**src/logic/up_pkg.sv**
```systemverilog
package up_pkg;

   typedef logic [7:0] byte_t;
   typedef logic [3:0] nib_t;
   // nibble address, fetch byte is pc >> 1.
   typedef logic [7:0] pc_t;

   typedef enum logic [3:0] {
      OP_ADD,  OP_SUB,   OP_MUL,  OP_NAND,
      OP_SW01, OP_SW12,  OP_SW23, OP_BE,
      OP_POPC, OP_PUSHC, OP_POP,  OP_PUSH,
      OP_LDW,  OP_STW,   OP_REF,  OP_INT
   } opcode_e;

   typedef enum logic [3:0] {
      HALT,
      LOAD_0, LOAD_1, LOAD_2, LOAD_3, LOAD_4,
      FETCH, DECODE,
      EXEC_1, EXEC_2, EXEC_3,
      INT_1, INT_2, INT_3, INT_4
   } state_e;

   typedef enum logic [4:0] {
      RS_CONST, RS_PC_P1, RS_PC_M1, RS_PC, RS_SP_P1, RS_SP_M1, RS_SP,
      RS_ADD, RS_SUB, RS_MUL, RS_NAND,
      RS_X01, RS_X12, RS_X23,
      RS_R2, RS_R3, RS_MEM, RS_FETCH, RS_VECTOR, RS_ZERO
   } res_sel_e;

   typedef struct packed {
      res_sel_e   res_sel;
      logic [2:0] const_addr;
      logic       ir_we;
      logic       pc_we;
      logic       sp_we;
      logic       rb_we;
      logic       rb_src_mem;
      logic [1:0] rb_idx;
      logic       ale;
      logic       mem_we;
   } up_ctrl_t;

   typedef struct packed {
      byte_t r0;
      byte_t r1;
      byte_t r2;
      byte_t r3;
      byte_t sp;
      pc_t   pc;
   } up_regs_t;

   // apb map.
   localparam logic [8:0] MEM_BASE  = 9'h000;
   localparam int         MEM_SIZE  = 256;
   localparam logic [8:0] CTRL_ADDR = 9'h100;
   localparam logic [8:0] STAT_ADDR = 9'h101;
   localparam logic [8:0] REG_BASE  = 9'h104;
   localparam int         REG_COUNT = 6;

   localparam pc_t   PC_RESET     = 8'h08;
   localparam byte_t SP_RESET     = 8'hFF;
   localparam pc_t   INT_VECTOR   = 8'h00;
   localparam byte_t HANDLER_PAGE = 8'h80;

endpackage

```
**src/logic/up_decode.sv**
```systemverilog
`timescale 1ns/1ps

module up_decode (
   input  logic             clk,
   input  logic             nRst,
   input  logic             run,
   input  logic             reload_req,
   input  logic             int_line,
   input  up_pkg::nib_t     ir,
   input  up_pkg::up_regs_t regs,
   output up_pkg::up_ctrl_t ctrl,
   output logic             retire,
   output logic             halted,
   output logic             in_handler,
   output logic             int_enabled
);
   import up_pkg::*;

   state_e     state;
   state_e     state_nxt;
   opcode_e    op;
   logic       z;
   logic       int_last;
   logic       int_pend;
   logic       int_go;
   logic       reload_go;
   logic [2:0] load_idx;
   logic [1:0] swap_base;
   res_sel_e   swap_sel;

   assign op        = opcode_e'(ir);
   assign z         = (regs.r1 == regs.r2);
   assign int_go    = int_pend & int_enabled & ~in_handler;
   assign reload_go = (state == HALT) & run & reload_req;
   assign halted    = (state == HALT);
   assign retire    = (state inside {EXEC_1, EXEC_2, EXEC_3}) && (state_nxt == FETCH);

   // swap steps alternate between the lower and upper register of the pair.
   assign load_idx  = 3'(state - LOAD_0);
   assign swap_base = 2'(ir - OP_SW01);
   assign swap_sel  = (op == OP_SW01) ? RS_X01 : (op == OP_SW12) ? RS_X12 : RS_X23;

   always_comb begin
      state_nxt = state;
      case (state)
         HALT:
            if (run) state_nxt = reload_req ? LOAD_0 : FETCH;
         LOAD_0, LOAD_1, LOAD_2, LOAD_3, INT_1, INT_2, INT_3:
            state_nxt = state_e'(state + 1);
         LOAD_4, INT_4, EXEC_3:
            state_nxt = FETCH;
         FETCH:
            if (!run) state_nxt = HALT;
            else if (int_go) state_nxt = INT_1;
            else state_nxt = DECODE;
         DECODE:
            state_nxt = EXEC_1;
         EXEC_1:
            if (op inside {OP_ADD, OP_SUB, OP_MUL, OP_NAND, OP_BE, OP_INT}) state_nxt = FETCH;
            else state_nxt = EXEC_2;
         EXEC_2:
            if (op inside {OP_SW01, OP_SW12, OP_SW23, OP_PUSH, OP_PUSHC}) state_nxt = EXEC_3;
            else state_nxt = FETCH;
         default:
            state_nxt = HALT;
      endcase
   end

   always_comb begin
      ctrl = '0;
      ctrl.res_sel = RS_ZERO;
      case (state)
         LOAD_0, LOAD_1, LOAD_2, LOAD_3, LOAD_4: begin
            // r0..r3 come from bytes 1..4.
            if (state != LOAD_4) begin
               ctrl.res_sel    = RS_CONST;
               ctrl.const_addr = load_idx + 3'd1;
               ctrl.ale        = 1'b1;
            end
            if (state != LOAD_0) begin
               ctrl.rb_we      = 1'b1;
               ctrl.rb_src_mem = 1'b1;
               ctrl.rb_idx     = 2'(load_idx - 3'd1);
            end
         end
         FETCH: begin
            ctrl.res_sel = RS_FETCH;
            ctrl.ale     = 1'b1;
         end
         DECODE: begin
            ctrl.res_sel = RS_PC_P1;
            ctrl.ir_we   = 1'b1;
            ctrl.pc_we   = 1'b1;
         end
         EXEC_1:
            case (op)
               OP_ADD, OP_SUB, OP_MUL, OP_NAND: begin
                  ctrl.res_sel = res_sel_e'(RS_ADD + ir);
                  ctrl.rb_we   = 1'b1;
               end
               OP_SW01, OP_SW12, OP_SW23: begin
                  ctrl.res_sel = swap_sel;
                  ctrl.rb_we   = 1'b1;
                  ctrl.rb_idx  = swap_base;
               end
               OP_BE: begin
                  ctrl.res_sel = RS_R3;
                  ctrl.pc_we   = z;
               end
               OP_POP, OP_POPC: begin
                  ctrl.res_sel = RS_SP_P1;
                  ctrl.sp_we   = 1'b1;
                  ctrl.ale     = 1'b1;
               end
               OP_PUSH, OP_PUSHC: begin
                  ctrl.res_sel = RS_SP;
                  ctrl.ale     = 1'b1;
               end
               OP_LDW, OP_STW: begin
                  ctrl.res_sel = RS_R3;
                  ctrl.ale     = 1'b1;
               end
               OP_REF: begin
                  ctrl.res_sel = RS_CONST;
                  ctrl.ale     = 1'b1;
               end
               default: ;
            endcase
         EXEC_2:
            case (op)
               OP_SW01, OP_SW12, OP_SW23: begin
                  ctrl.res_sel = swap_sel;
                  ctrl.rb_we   = 1'b1;
                  ctrl.rb_idx  = swap_base + 2'd1;
               end
               OP_POPC: begin
                  ctrl.res_sel = RS_MEM;
                  ctrl.pc_we   = 1'b1;
               end
               OP_PUSH, OP_PUSHC: begin
                  ctrl.res_sel = RS_SP_M1;
                  ctrl.sp_we   = 1'b1;
               end
               OP_POP, OP_LDW, OP_REF: begin
                  ctrl.rb_we      = 1'b1;
                  ctrl.rb_src_mem = 1'b1;
                  ctrl.rb_idx     = (op == OP_REF) ? 2'd0 : 2'd2;
               end
               OP_STW: begin
                  ctrl.res_sel = RS_R2;
                  ctrl.mem_we  = 1'b1;
               end
               default: ;
            endcase
         EXEC_3:
            if (op == OP_PUSH || op == OP_PUSHC) begin
               ctrl.res_sel = (op == OP_PUSH) ? RS_R2 : RS_PC_M1;
               ctrl.mem_we  = 1'b1;
            end else begin
               ctrl.res_sel = swap_sel;
               ctrl.rb_we   = 1'b1;
               ctrl.rb_idx  = swap_base;
            end
         // push pc, then vector.
         INT_1: begin
            ctrl.res_sel = RS_SP;
            ctrl.ale     = 1'b1;
         end
         INT_2: begin
            ctrl.res_sel = RS_PC;
            ctrl.mem_we  = 1'b1;
         end
         INT_3: begin
            ctrl.res_sel = RS_SP_M1;
            ctrl.sp_we   = 1'b1;
         end
         INT_4: begin
            ctrl.res_sel = RS_VECTOR;
            ctrl.pc_we   = 1'b1;
         end
         default: ;
      endcase
   end

   always_ff @(posedge clk or negedge nRst) begin
      if (!nRst) begin
         state       <= HALT;
         int_last    <= 1'b0;
         int_pend    <= 1'b0;
         in_handler  <= 1'b0;
         int_enabled <= 1'b0;
      end else begin
         state    <= state_nxt;
         int_last <= int_line;
         if (reload_go || state_nxt == INT_1) int_pend <= 1'b0;
         else if (int_line && !int_last) int_pend <= 1'b1;
         if (reload_go || (state == EXEC_1 && op == OP_POPC)) in_handler <= 1'b0;
         else if (state == INT_1) in_handler <= 1'b1;
         if (reload_go) int_enabled <= 1'b0;
         else if (state == EXEC_1 && op == OP_INT) int_enabled <= ~int_enabled;
      end
   end

endmodule

```
**src/logic/up_execute.sv**
```systemverilog
`timescale 1ns/1ps

module up_execute (
   input  up_pkg::up_ctrl_t ctrl,
   input  up_pkg::up_regs_t regs,
   input  logic             in_handler,
   input  up_pkg::byte_t    mem_rdata,
   output up_pkg::byte_t    result
);
   import up_pkg::*;

   byte_t fetch_addr;

   // handler code lives in the upper half.
   assign fetch_addr = {1'b0, regs.pc[7:1]} | (in_handler ? HANDLER_PAGE : 8'h00);

   always_comb begin
      case (ctrl.res_sel)
         RS_CONST:  result = byte_t'(ctrl.const_addr);
         RS_PC_P1:  result = regs.pc + 8'd1;
         RS_PC_M1:  result = regs.pc - 8'd1;
         RS_PC:     result = regs.pc;
         RS_SP_P1:  result = regs.sp + 8'd1;
         RS_SP_M1:  result = regs.sp - 8'd1;
         RS_SP:     result = regs.sp;
         RS_ADD:    result = regs.r1 + regs.r2;
         RS_SUB:    result = regs.r1 - regs.r2;
         // low byte of the product only.
         RS_MUL:    result = regs.r1 * regs.r2;
         RS_NAND:   result = ~(regs.r1 & regs.r2);
         RS_X01:    result = regs.r0 ^ regs.r1;
         RS_X12:    result = regs.r1 ^ regs.r2;
         RS_X23:    result = regs.r2 ^ regs.r3;
         RS_R2:     result = regs.r2;
         RS_R3:     result = regs.r3;
         RS_MEM:    result = mem_rdata;
         RS_FETCH:  result = fetch_addr;
         RS_VECTOR: result = INT_VECTOR;
         default:   result = '0;
      endcase
   end

endmodule

```
**src/logic/up_host_port.sv**
```systemverilog
`timescale 1ns/1ps

module up_host_port (
   input  logic             clk,
   input  logic             nRst,
   input  logic             psel,
   input  logic             penable,
   input  logic             pwrite,
   input  logic [8:0]       paddr,
   input  logic [31:0]      pwdata,
   output logic [31:0]      prdata,
   output logic             pready,
   output logic             pslverr,
   output logic             run,
   output logic             reload_req,
   input  logic             retire,
   input  logic             halted,
   input  logic             int_enabled,
   input  up_pkg::up_regs_t regs,
   input  up_pkg::byte_t    mem_addr,
   input  logic             mem_we,
   input  up_pkg::byte_t    mem_wdata,
   output up_pkg::byte_t    mem_rdata
);
   import up_pkg::*;

   byte_t      mem [MEM_SIZE];
   byte_t      budget;
   byte_t      count;
   byte_t      count_nxt;
   byte_t      reg_rdata;
   logic [2:0] reg_idx;
   logic       reload_flag;
   logic       done;
   logic       access;
   logic       running;
   logic       mem_hit;
   logic       reg_hit;
   logic       ctrl_hit;
   logic       stat_hit;
   logic       ctrl_wr;

   assign access    = psel & penable;
   // the core still finishes its last fetch after run drops.
   assign running   = run | ~halted;
   assign mem_hit   = (paddr < MEM_BASE + MEM_SIZE);
   assign ctrl_hit  = (paddr == CTRL_ADDR);
   assign stat_hit  = (paddr == STAT_ADDR);
   assign reg_hit   = (paddr >= REG_BASE) && (paddr < REG_BASE + REG_COUNT);
   assign reg_idx   = 3'(paddr - REG_BASE);
   assign ctrl_wr   = access & pwrite & ctrl_hit & ~running;
   assign count_nxt = count + 8'd1;
   assign pready    = 1'b1;
   assign mem_rdata = mem[mem_addr];

   assign pslverr = access & (~(mem_hit | reg_hit | ctrl_hit | stat_hit) |
                    (running & (mem_hit | reg_hit | (ctrl_hit & pwrite & pwdata[0]))));

   always_comb begin
      case (reg_idx)
         3'd0:    reg_rdata = regs.r0;
         3'd1:    reg_rdata = regs.r1;
         3'd2:    reg_rdata = regs.r2;
         3'd3:    reg_rdata = regs.r3;
         3'd4:    reg_rdata = regs.sp;
         default: reg_rdata = regs.pc;
      endcase
   end

   always_comb begin
      prdata = '0;
      if (mem_hit) prdata[7:0] = mem[paddr[7:0]];
      else if (ctrl_hit) prdata[15:0] = {budget, 6'b0, reload_flag, 1'b0};
      else if (stat_hit) prdata[2:0] = {int_enabled, done & halted, running};
      else if (reg_hit) prdata[7:0] = reg_rdata;
   end

   // host and core never write in the same cycle.
   always_ff @(posedge clk) begin
      if (mem_we) mem[mem_addr] <= mem_wdata;
      else if (access && pwrite && mem_hit && !running) mem[paddr[7:0]] <= pwdata[7:0];
   end

   always_ff @(posedge clk or negedge nRst) begin
      if (!nRst) begin
         run         <= 1'b0;
         reload_req  <= 1'b0;
         reload_flag <= 1'b0;
         done        <= 1'b0;
         budget      <= '0;
         count       <= '0;
      end else begin
         reload_req <= 1'b0;
         if (ctrl_wr) begin
            reload_flag <= pwdata[1];
            budget      <= pwdata[15:8];
            if (pwdata[0]) begin
               count      <= '0;
               done       <= (pwdata[15:8] == 8'h00);
               run        <= (pwdata[15:8] != 8'h00);
               reload_req <= pwdata[1] && (pwdata[15:8] != 8'h00);
            end
         end else if (run && retire) begin
            count <= count_nxt;
            if (count_nxt == budget) begin
               run  <= 1'b0;
               done <= 1'b1;
            end
         end
      end
   end

endmodule

```
**src/logic/up_result.sv**
```systemverilog
`timescale 1ns/1ps

module up_result (
   input  logic             clk,
   input  logic             nRst,
   input  up_pkg::up_ctrl_t ctrl,
   input  up_pkg::byte_t    result,
   input  up_pkg::byte_t    mem_rdata,
   input  logic             reload_req,
   output up_pkg::up_regs_t regs,
   output up_pkg::nib_t     ir,
   output up_pkg::byte_t    mem_addr,
   output logic             mem_we
);
   import up_pkg::*;

   byte_t rb_data;

   assign rb_data = ctrl.rb_src_mem ? mem_rdata : result;
   assign mem_we  = ctrl.mem_we;

   always_ff @(posedge clk or negedge nRst) begin
      if (!nRst) begin
         regs     <= '{sp: SP_RESET, pc: PC_RESET, default: '0};
         ir       <= OP_ADD;
         mem_addr <= '0;
      end else begin
         // reload only arrives while halted.
         if (reload_req) begin
            regs.pc <= PC_RESET;
            regs.sp <= SP_RESET;
         end else begin
            if (ctrl.pc_we) regs.pc <= result;
            if (ctrl.sp_we) regs.sp <= result;
         end
         if (ctrl.rb_we) begin
            case (ctrl.rb_idx)
               2'd0: regs.r0 <= rb_data;
               2'd1: regs.r1 <= rb_data;
               2'd2: regs.r2 <= rb_data;
               2'd3: regs.r3 <= rb_data;
            endcase
         end
         // even pc takes the high nibble.
         if (ctrl.ir_we) ir <= regs.pc[0] ? mem_rdata[3:0] : mem_rdata[7:4];
         if (ctrl.ale) mem_addr <= result;
      end
   end

endmodule

```
**src/logic/up_top.sv**
```systemverilog
`timescale 1ns/1ps

module up_top (
   input  logic        clk,
   input  logic        nRst,
   input  logic        psel,
   input  logic        penable,
   input  logic        pwrite,
   input  logic [8:0]  paddr,
   input  logic [31:0] pwdata,
   output logic [31:0] prdata,
   output logic        pready,
   output logic        pslverr,
   input  logic        int_line
);
   import up_pkg::*;

   up_ctrl_t ctrl;
   up_regs_t regs;
   nib_t     ir;
   byte_t    result;
   byte_t    mem_addr;
   byte_t    mem_rdata;
   logic     mem_we;
   logic     run;
   logic     reload_req;
   logic     retire;
   logic     halted;
   logic     in_handler;
   logic     int_enabled;

   up_decode u_decode (
      .clk, .nRst, .run, .reload_req, .int_line, .ir, .regs,
      .ctrl, .retire, .halted, .in_handler, .int_enabled
   );

   up_execute u_execute (
      .ctrl, .regs, .in_handler, .mem_rdata, .result
   );

   up_result u_result (
      .clk, .nRst, .ctrl, .result, .mem_rdata, .reload_req,
      .regs, .ir, .mem_addr, .mem_we
   );

   up_host_port u_host_port (
      .clk, .nRst, .psel, .penable, .pwrite, .paddr, .pwdata, .prdata, .pready, .pslverr,
      .run, .reload_req, .retire, .halted, .int_enabled, .regs,
      .mem_addr, .mem_we, .mem_wdata(result), .mem_rdata
   );

endmodule

```
**config.mk**
```make
export PLATFORM = sky130hd
export DESIGN_NAME = up_top
export DESIGN_NICKNAME = d
export VERILOG_FILES = /design/src/logic/up_pkg.sv /design/src/logic/up_decode.sv /design/src/logic/up_execute.sv /design/src/logic/up_host_port.sv /design/src/logic/up_result.sv /design/src/logic/up_top.sv
export SDC_FILE = /design/constraint.sdc
export NUM_CORES = 2
export LEC_CHECK = 0
export BUFFER_PORTS_ARGS = -buffer_cell sky130_fd_sc_hd__buf_2
export CORE_ASPECT_RATIO = 0.9
export CORE_MARGIN = 2
export CORE_UTILIZATION = 50
export CTS_BUF_LIST = sky130_fd_sc_hd__clkbuf_4 sky130_fd_sc_hd__clkbuf_8
export CTS_CLUSTER_SIZE = 24
export DETAILED_ROUTE_END_ITERATION = 7
export PLACE_DENSITY = 0.68
export SYNTH_ARGS = -nofsm -noshare
export SYNTH_HDL_FRONTEND = slang
export SYNTH_HIERARCHICAL = 1
export SYNTH_SLANG_ARGS = --single-unit
```
**constraint.sdc**
```tcl
create_clock -name clk -period 18.24 [get_ports clk]
set_input_delay 3.648 -clock clk [delete_from_list [all_inputs] [get_ports clk]]
set_output_delay 3.648 -clock clk [all_outputs]
set_load 0.02 [all_outputs]
```
## Yosys cells after proc, flatten, opt, wreduce, memory -nomap -nowiden

Memories as Yosys holds them, arrays and structs flattened.
Cells that the tools add are included.

- Add/subtract/negate cells: 15
- Multipliers: 1
- Order comparisons: 3
- Eq/ne operators: 62
- Mux-type cells: 83
- Bitwise gates (word level): 30
- Reduce and logical (&&, ||, !) cells: 53

Operator list:

| operator | count |
|---|---|
| one-hot mux 8 bit (18 select lines) | 1 |
| 2-to-1 mux 8 bit | 15 |
| equality test 4 bit (second input constant) | 16 |
| one-hot mux 5 bit (10 select lines) | 1 |
| equality test 5 x 4 -> 1 bit (second input constant) | 8 |
| one-hot mux 8 bit (5 select lines) | 1 |
| equality test 4 x 3 -> 1 bit (second input constant) | 9 |
| 2-to-1 mux 1 bit | 36 |
| 2-to-1 mux 4 bit | 8 |
| one-hot mux 5 bit (6 select lines) | 1 |
| one-hot mux 4 bit (7 select lines) | 1 |
| adder 8 x 1 -> 8 bit (second input constant) | 3 |
| bitwise XOR 8 bit | 3 |
| OR reduction 7 bit | 3 |
| equality test 5 x 3 -> 1 bit (second input constant) | 4 |
| one-hot mux 5 bit (4 select lines) | 1 |
| equality test 9 bit (second input constant) | 2 |
| less-than comparator 9 bit (second input constant) | 2 |
| equality test 4 x 2 -> 1 bit (second input constant) | 4 |
| equality test 8 bit | 2 |
| 2-to-1 mux 16 bit | 1 |
| subtractor 8 x 1 -> 8 bit (second input constant) | 2 |
| 2-to-1 mux 5 bit | 3 |
| nonzero test 2 bit | 7 |
| 56 further kinds | 113 |

- Bits in registers: 88
- Bits in writable memories: 2048
- Bits of input ports: 47
- Output and inout port bits: 34
- Logic and storage cells: 267
- Memories: 1

Memories:

| memory | words | width | rd ports | clocked after memory_dff | write ports | RTL line | RTL |
|---|---|---|---|---|---|---|---|
| u_host_port.mem | 256 | 8 | 2 | 0 | 1 | up_host_port.sv:27 | `byte_t mem [MEM_SIZE];` |

## Longest topological paths before layout

- Depth in word-level cells: 10
- Depth in mapped cells: 24

## Cells and area by module

The synthesis kept the hierarchy.

By module, submodules not included:

| module | instances | cells an instance | area each (µm²) |
|---|---|---|---|
| up_host_port | 1 | 4931 | 97534.8 |
| up_execute | 1 | 385 | 2877.8 |
| up_result | 1 | 168 | 2573.7 |
| up_decode | 1 | 218 | 1615.3 |

## Least setup slack after synthesis

No wires, ideal clock.

- Path kind: input -> register
- From: input port psel
- To: memory u_host_port/mem[0][0] in the netlist's numbering (data pin)
- Library setup time: 2.189 ns
- Arrival time: 14.599 ns
- Data required time: 16.051 ns
- Path slack: 1.452 ns
- Stages on the path: 7
- Buffers on the path: 3
- Cells stage by stage: and4b_1 > nand3_1 > or2_0 > clkbuf_1 > buf_2 > buf_1 > o21ai_0

- Word-level cells in the longest chain between the ends: 9

RTL lines:

| element | RTL line | RTL |
|---|---|---|
| start: declaration | up_top.sv:6 | `input logic psel,` |
| bitwise AND 1 bit | up_host_port.sv:43 | `assign access = psel & penable;` |
| logical AND 1 bit (3 in series) | up_host_port.sv:81 | `else if (access && pwrite && mem_hit && !running) mem[paddr[7:0]] <= pwdata[7:0];` |
| 2-to-1 mux 1 bit | up_host_port.sv:81 |  |
| 2-to-1 mux 1 bit | up_host_port.sv:80 | `if (mem_we) mem[mem_addr] <= mem_wdata;` |
| 2-to-1 mux 1 bit (not written as such) | up_host_port.sv:81 |  |
| OR reduction 8 bit (no line) | - |  |
| 2-to-1 mux 8 bit (no line) | - |  |
| end: declaration | up_host_port.sv:27 |  |

Every way passes these cells.

## Final worst setup path

- From: input port paddr[0]
- To: output port prdata[2]

- Word-level cells in the longest chain between the ends: 7
- Elaborated cells between the ends (all ways): 18
- Those cells by class: add/sub (1); order compare (3); eq/ne (6); mux (5); reduce/logical (2); memory (1)

RTL lines:

| element | RTL line | RTL |
|---|---|---|
| start: declaration | up_top.sv:9 | `input logic [8:0] paddr,` |
| subtractor 3 bit | up_host_port.sv:50 | `assign reg_idx = 3'(paddr - REG_BASE);` |
| equality test 3 bit (tied with other cells) | up_host_port.sv:60 | `case (reg_idx)` |
| one-hot mux 8 bit (5 select lines) | up_host_port.sv:60 |  |
| 2-to-1 mux 8 bit | up_host_port.sv:75 | `else if (reg_hit) prdata[7:0] = reg_rdata;` |
| 2-to-1 mux 3 bit | up_host_port.sv:74 | `else if (stat_hit) prdata[2:0] = {int_enabled, done & halted, running};` |
| 2-to-1 mux 8 bit | up_host_port.sv:73 | `else if (ctrl_hit) prdata[15:0] = {budget, 6'b0, reload_flag, 1'b0};` |
| 2-to-1 mux 8 bit * | up_host_port.sv:72 | `if (mem_hit) prdata[7:0] = mem[paddr[7:0]];` |
| end: declaration | up_top.sv:11 | `output logic [31:0] prdata,` |

Mark *: on every way between the ends. The rest lies on a longest branch, timed or not.

==> impl_metrics.toml <==
[outcome]
status = "completed"

[layout]
fin_area_um2 = 114000
fillers = 15900
fin_nets = 5911
areaGrowthSynthToFinish_pct = 8.93
drive_gt1_share_pct = 32.9

[cts]
cts_setup_buffers = 0
cts.sinks = 2136
clk_path_buf_depth = 4
cts_tree = "built"
cts_htree_levels = 5
cts-root-buf = "clkbuf_8"
cts_resized = 0
cts-hold-fix-buffers = 0
cts_buffers = 350
clkTransAtPathRegs_ns = 0.06
clk-insertion-delay-late_ns = 1.10

[logic_synthesis]
ys_warn_count = 6
yosys.cell_types.count = 103
syn_inst = 5702
avgSynthCellArea_um2 = 18.3
synth_ff_type = "edfxtp_1"
synth_edf_count = 2048
seq_area_frac_synth_pct = 60.9
synthArstFlopShare_pct = 4.12
ys_seq_elements = 2136
synth_area_um2 = 105000

[timing]
clock_skew_ns = 0.104
finalSetupTns_ns = 0
max_slew_margin_pct = 4.16
grt_setup_unrepaired = "no"
slew_violations = 0
min_period_over_period_pct = 68.4
clock.fmax_mhz = 80.2
hold_viol = 0
worst_pin_slew_ns = 1.44
finalSetupViolations = 0
period_minus_slack_ns = 12.47

[worst_setup_path]
cp_slowest_cell = "nor4_1"
startpoint_type = "primary input"
crit_fanout = 68
crit_chain = "buf_8, buf_4, buf_12, mux4_2, a22oi_1, a21oi_1, nor4_1, o31ai_1, a41o_1, buf_2"
path_delay_family = "buffers and inverters"
r2r-start = "u_result/mem_addr[1]"
arrival_ns = 8.82
rr_worst_depth = 18
critPathKind = "primary input to primary output"
r2r_slack_ns = 9.58
crit_buf_inv = 4
r2r_end = "u_host_port/mem[30][6]"
required_ns = 14.59
slowest_delay_ns = 1.19
crit_path_end_kind = "primary output"

[floorplanning]
chipWidth_um = 486
core_area_um2 = 208000
rows = 159
start_util_pct = 50.2
dieHeight_um = 438
die-area_um2 = 213000
ios = 81

[global_route]
grt-ovfl-total = 0
grt_pass1_wl_um = 451000
antenna_found_initial = 15
grt_max_degree = 257
grt_pass1_vias = 61000
grtUsageTotal_pct = 29.8

[routing]
antenna_left = 0
drt_iter0_markers = 9731
first_pass_iters = 7
viasPerCell = 7.12
routedWlPerCell_um = 36.3
via_count = 62500
drc_errors = 0
routed_wl_um = 319000

[placement]
place_area_um2 = 108000
gp_congestion = 0.953
io_buffers = 47
hpwl_um = 199000

[min_path]
hold_class = "register to register"
worstHoldStart = "u_host_port/count[7]"
hold_path_end = "u_host_port/count[7]"
hold_depth = 1

[power]
p_leak_uw = 0.0343
vdd_drop_max_uv = 67.3
powerDensity_nw_per_um2 = 85.8

[flow_run]
max_cap_violations = 0
## cells in the mapped netlist, drive strengths merged (44+ instances only)
| library cell | instances | share of area [%] |
|---|---|---|
| a21oi | 92 | 0.45 |
| a22o | 44 | 0.37 |
| a22oi | 183 | 1.3 |
| a31oi | 44 | 0.26 |
| buf | 268 | 1.6 |
| clkbuf | 199 | 0.72 |
| dfrtp | 79 | 1.9 |
| edfxtp | 2048 | 59 |
| ha | 48 | 0.57 |
| inv | 54 | 0.19 |
| mux2 | 69 | 0.83 |
| mux2i | 182 | 1.7 |
| mux4 | 1121 | 24 |
| nand2 | 198 | 0.71 |
| nand3 | 59 | 0.28 |
| nor2 | 367 | 1.3 |
| o21ai | 106 | 0.51 |
| xnor2 | 52 | 0.44 |
## area by class of cell
class	count	area [um2]	share of cell area (%)
clock buffers	472	5780	5.08
inverters	54	203	0.178
flip-flops and latches	2136	63700	55.9
clock inverters	117	609	0.535
diodes	11	27.5	0.0242
repair buffers	199	1690	1.48
multi-input cells	3060	38500	33.8
well taps	2737	3420	3.01
## state kept, by name, summed over array words and instances, names as in the netlist
name,count
u_host_port/reload_req,1
u_host_port/run,1
u_host_port/mem,2048
u_decode/state,4
u_result/mem_addr,8
u_result/ir,4
u_host_port/done,1
u_host_port/count,8
u_host_port/reload_flag,1
u_decode/int_enabled,1
u_decode/int_pend,1
u_result/regs,48
u_decode/int_last,1
u_decode/in_handler,1
u_host_port/budget,8
## metal layers
metal  global-route usage, %  vias up  wire [um]
met2                    44.1     4550     144000
met3                    9.00      765      42900
li1                        -    24300          -
met4                    11.3       12      13400
met5                       0        -         94
met1                    42.1    32900     118000
## placed cells by master, fill, tap and decap left out, types with 18 or more instances in the layout
cell,netlist,layout
nand2b_1,18,18
dfrtp_1,79,75
o211ai_1,22,22
mux2i_1,182,182
mux2_4,24,24
clkbuf_4,0,114
o21ai_0,83,82
a21oi_1,89,89
mux4_2,1121,1121
buf_12,0,22
o21ai_1,23,23
clkinv_2,0,26
buf_2,141,42
a22o_1,44,44
nor3_1,34,34
or2_2,19,20
or3_1,21,21
xnor2_1,52,52
and2_1,27,24
edfxtp_1,2048,2048
nor2_1,361,357
clkbuf_8,0,358
nand2_1,198,191
mux2_2,45,45
nand3_1,59,59
clkinv_1,0,79
inv_1,52,52
a22oi_1,182,182
a221oi_1,32,32
xor2_1,27,27
nor2b_1,34,28
buf_4,57,132
ha_1,48,48
a31oi_1,44,43
## kinds of logic after synthesis
logic type | count (synthesis) | share of synthesized area (%)
mux | 1372 | 26.7
compound gates | 668 | 4.52
buf+inv | 521 | 2.50
xor+xnor | 79 | 0.661
fa+ha+maj | 63 | 0.861
other cells | 2 | 0.00718
simple gates | 861 | 3.83
flops | 2136 | 60.9
## power by group
| part | total [uW] | leakage [uW] | internal (uW) | switching (uW) |
|---|---|---|---|---|
| sequential | 5320 | 0.0188 | 5320 | 1.35 |
| clock | 4000 | 0.00339 | 2100 | 1900 |
| combinational | 454 | 0.0121 | 158 | 296 |
| total | 9770 | 0.0343 | 7580 | 2200 |
## stage by stage
step	hold slack [ns]	std cells	power [uW]	worst slack, ns	utilization (%)
3_3_place_gp	0.491	8186	5860	5.86	51.6
4_1_cts	0.513	8775	9810	5.84	54.7
6_report	0.515	8786	9770	5.77	54.7
3_5_place_dp	0.498	8186	5870	5.84	51.6
2_1_floorplan	0.467	5717	5710	1.45	-
5_1_grt	0.558	8779	10000	5.61	54.7
## worst max-delay path by stage
stage                        start               endpoint  slack, ns  cells past startpoint
after global routing      paddr[0]              prdata[1]       5.61                     11
final                     paddr[0]              prdata[2]       5.77                     10
after floorplan               psel  u_host_port/mem[0][0]       1.45                      7
after CTS                 paddr[0]              prdata[1]       5.84                     11
after detailed placement  paddr[0]              prdata[1]       5.84                     11
after global placement    paddr[0]              prdata[1]       5.86                     11
Power figures use the tool's default switching activity.
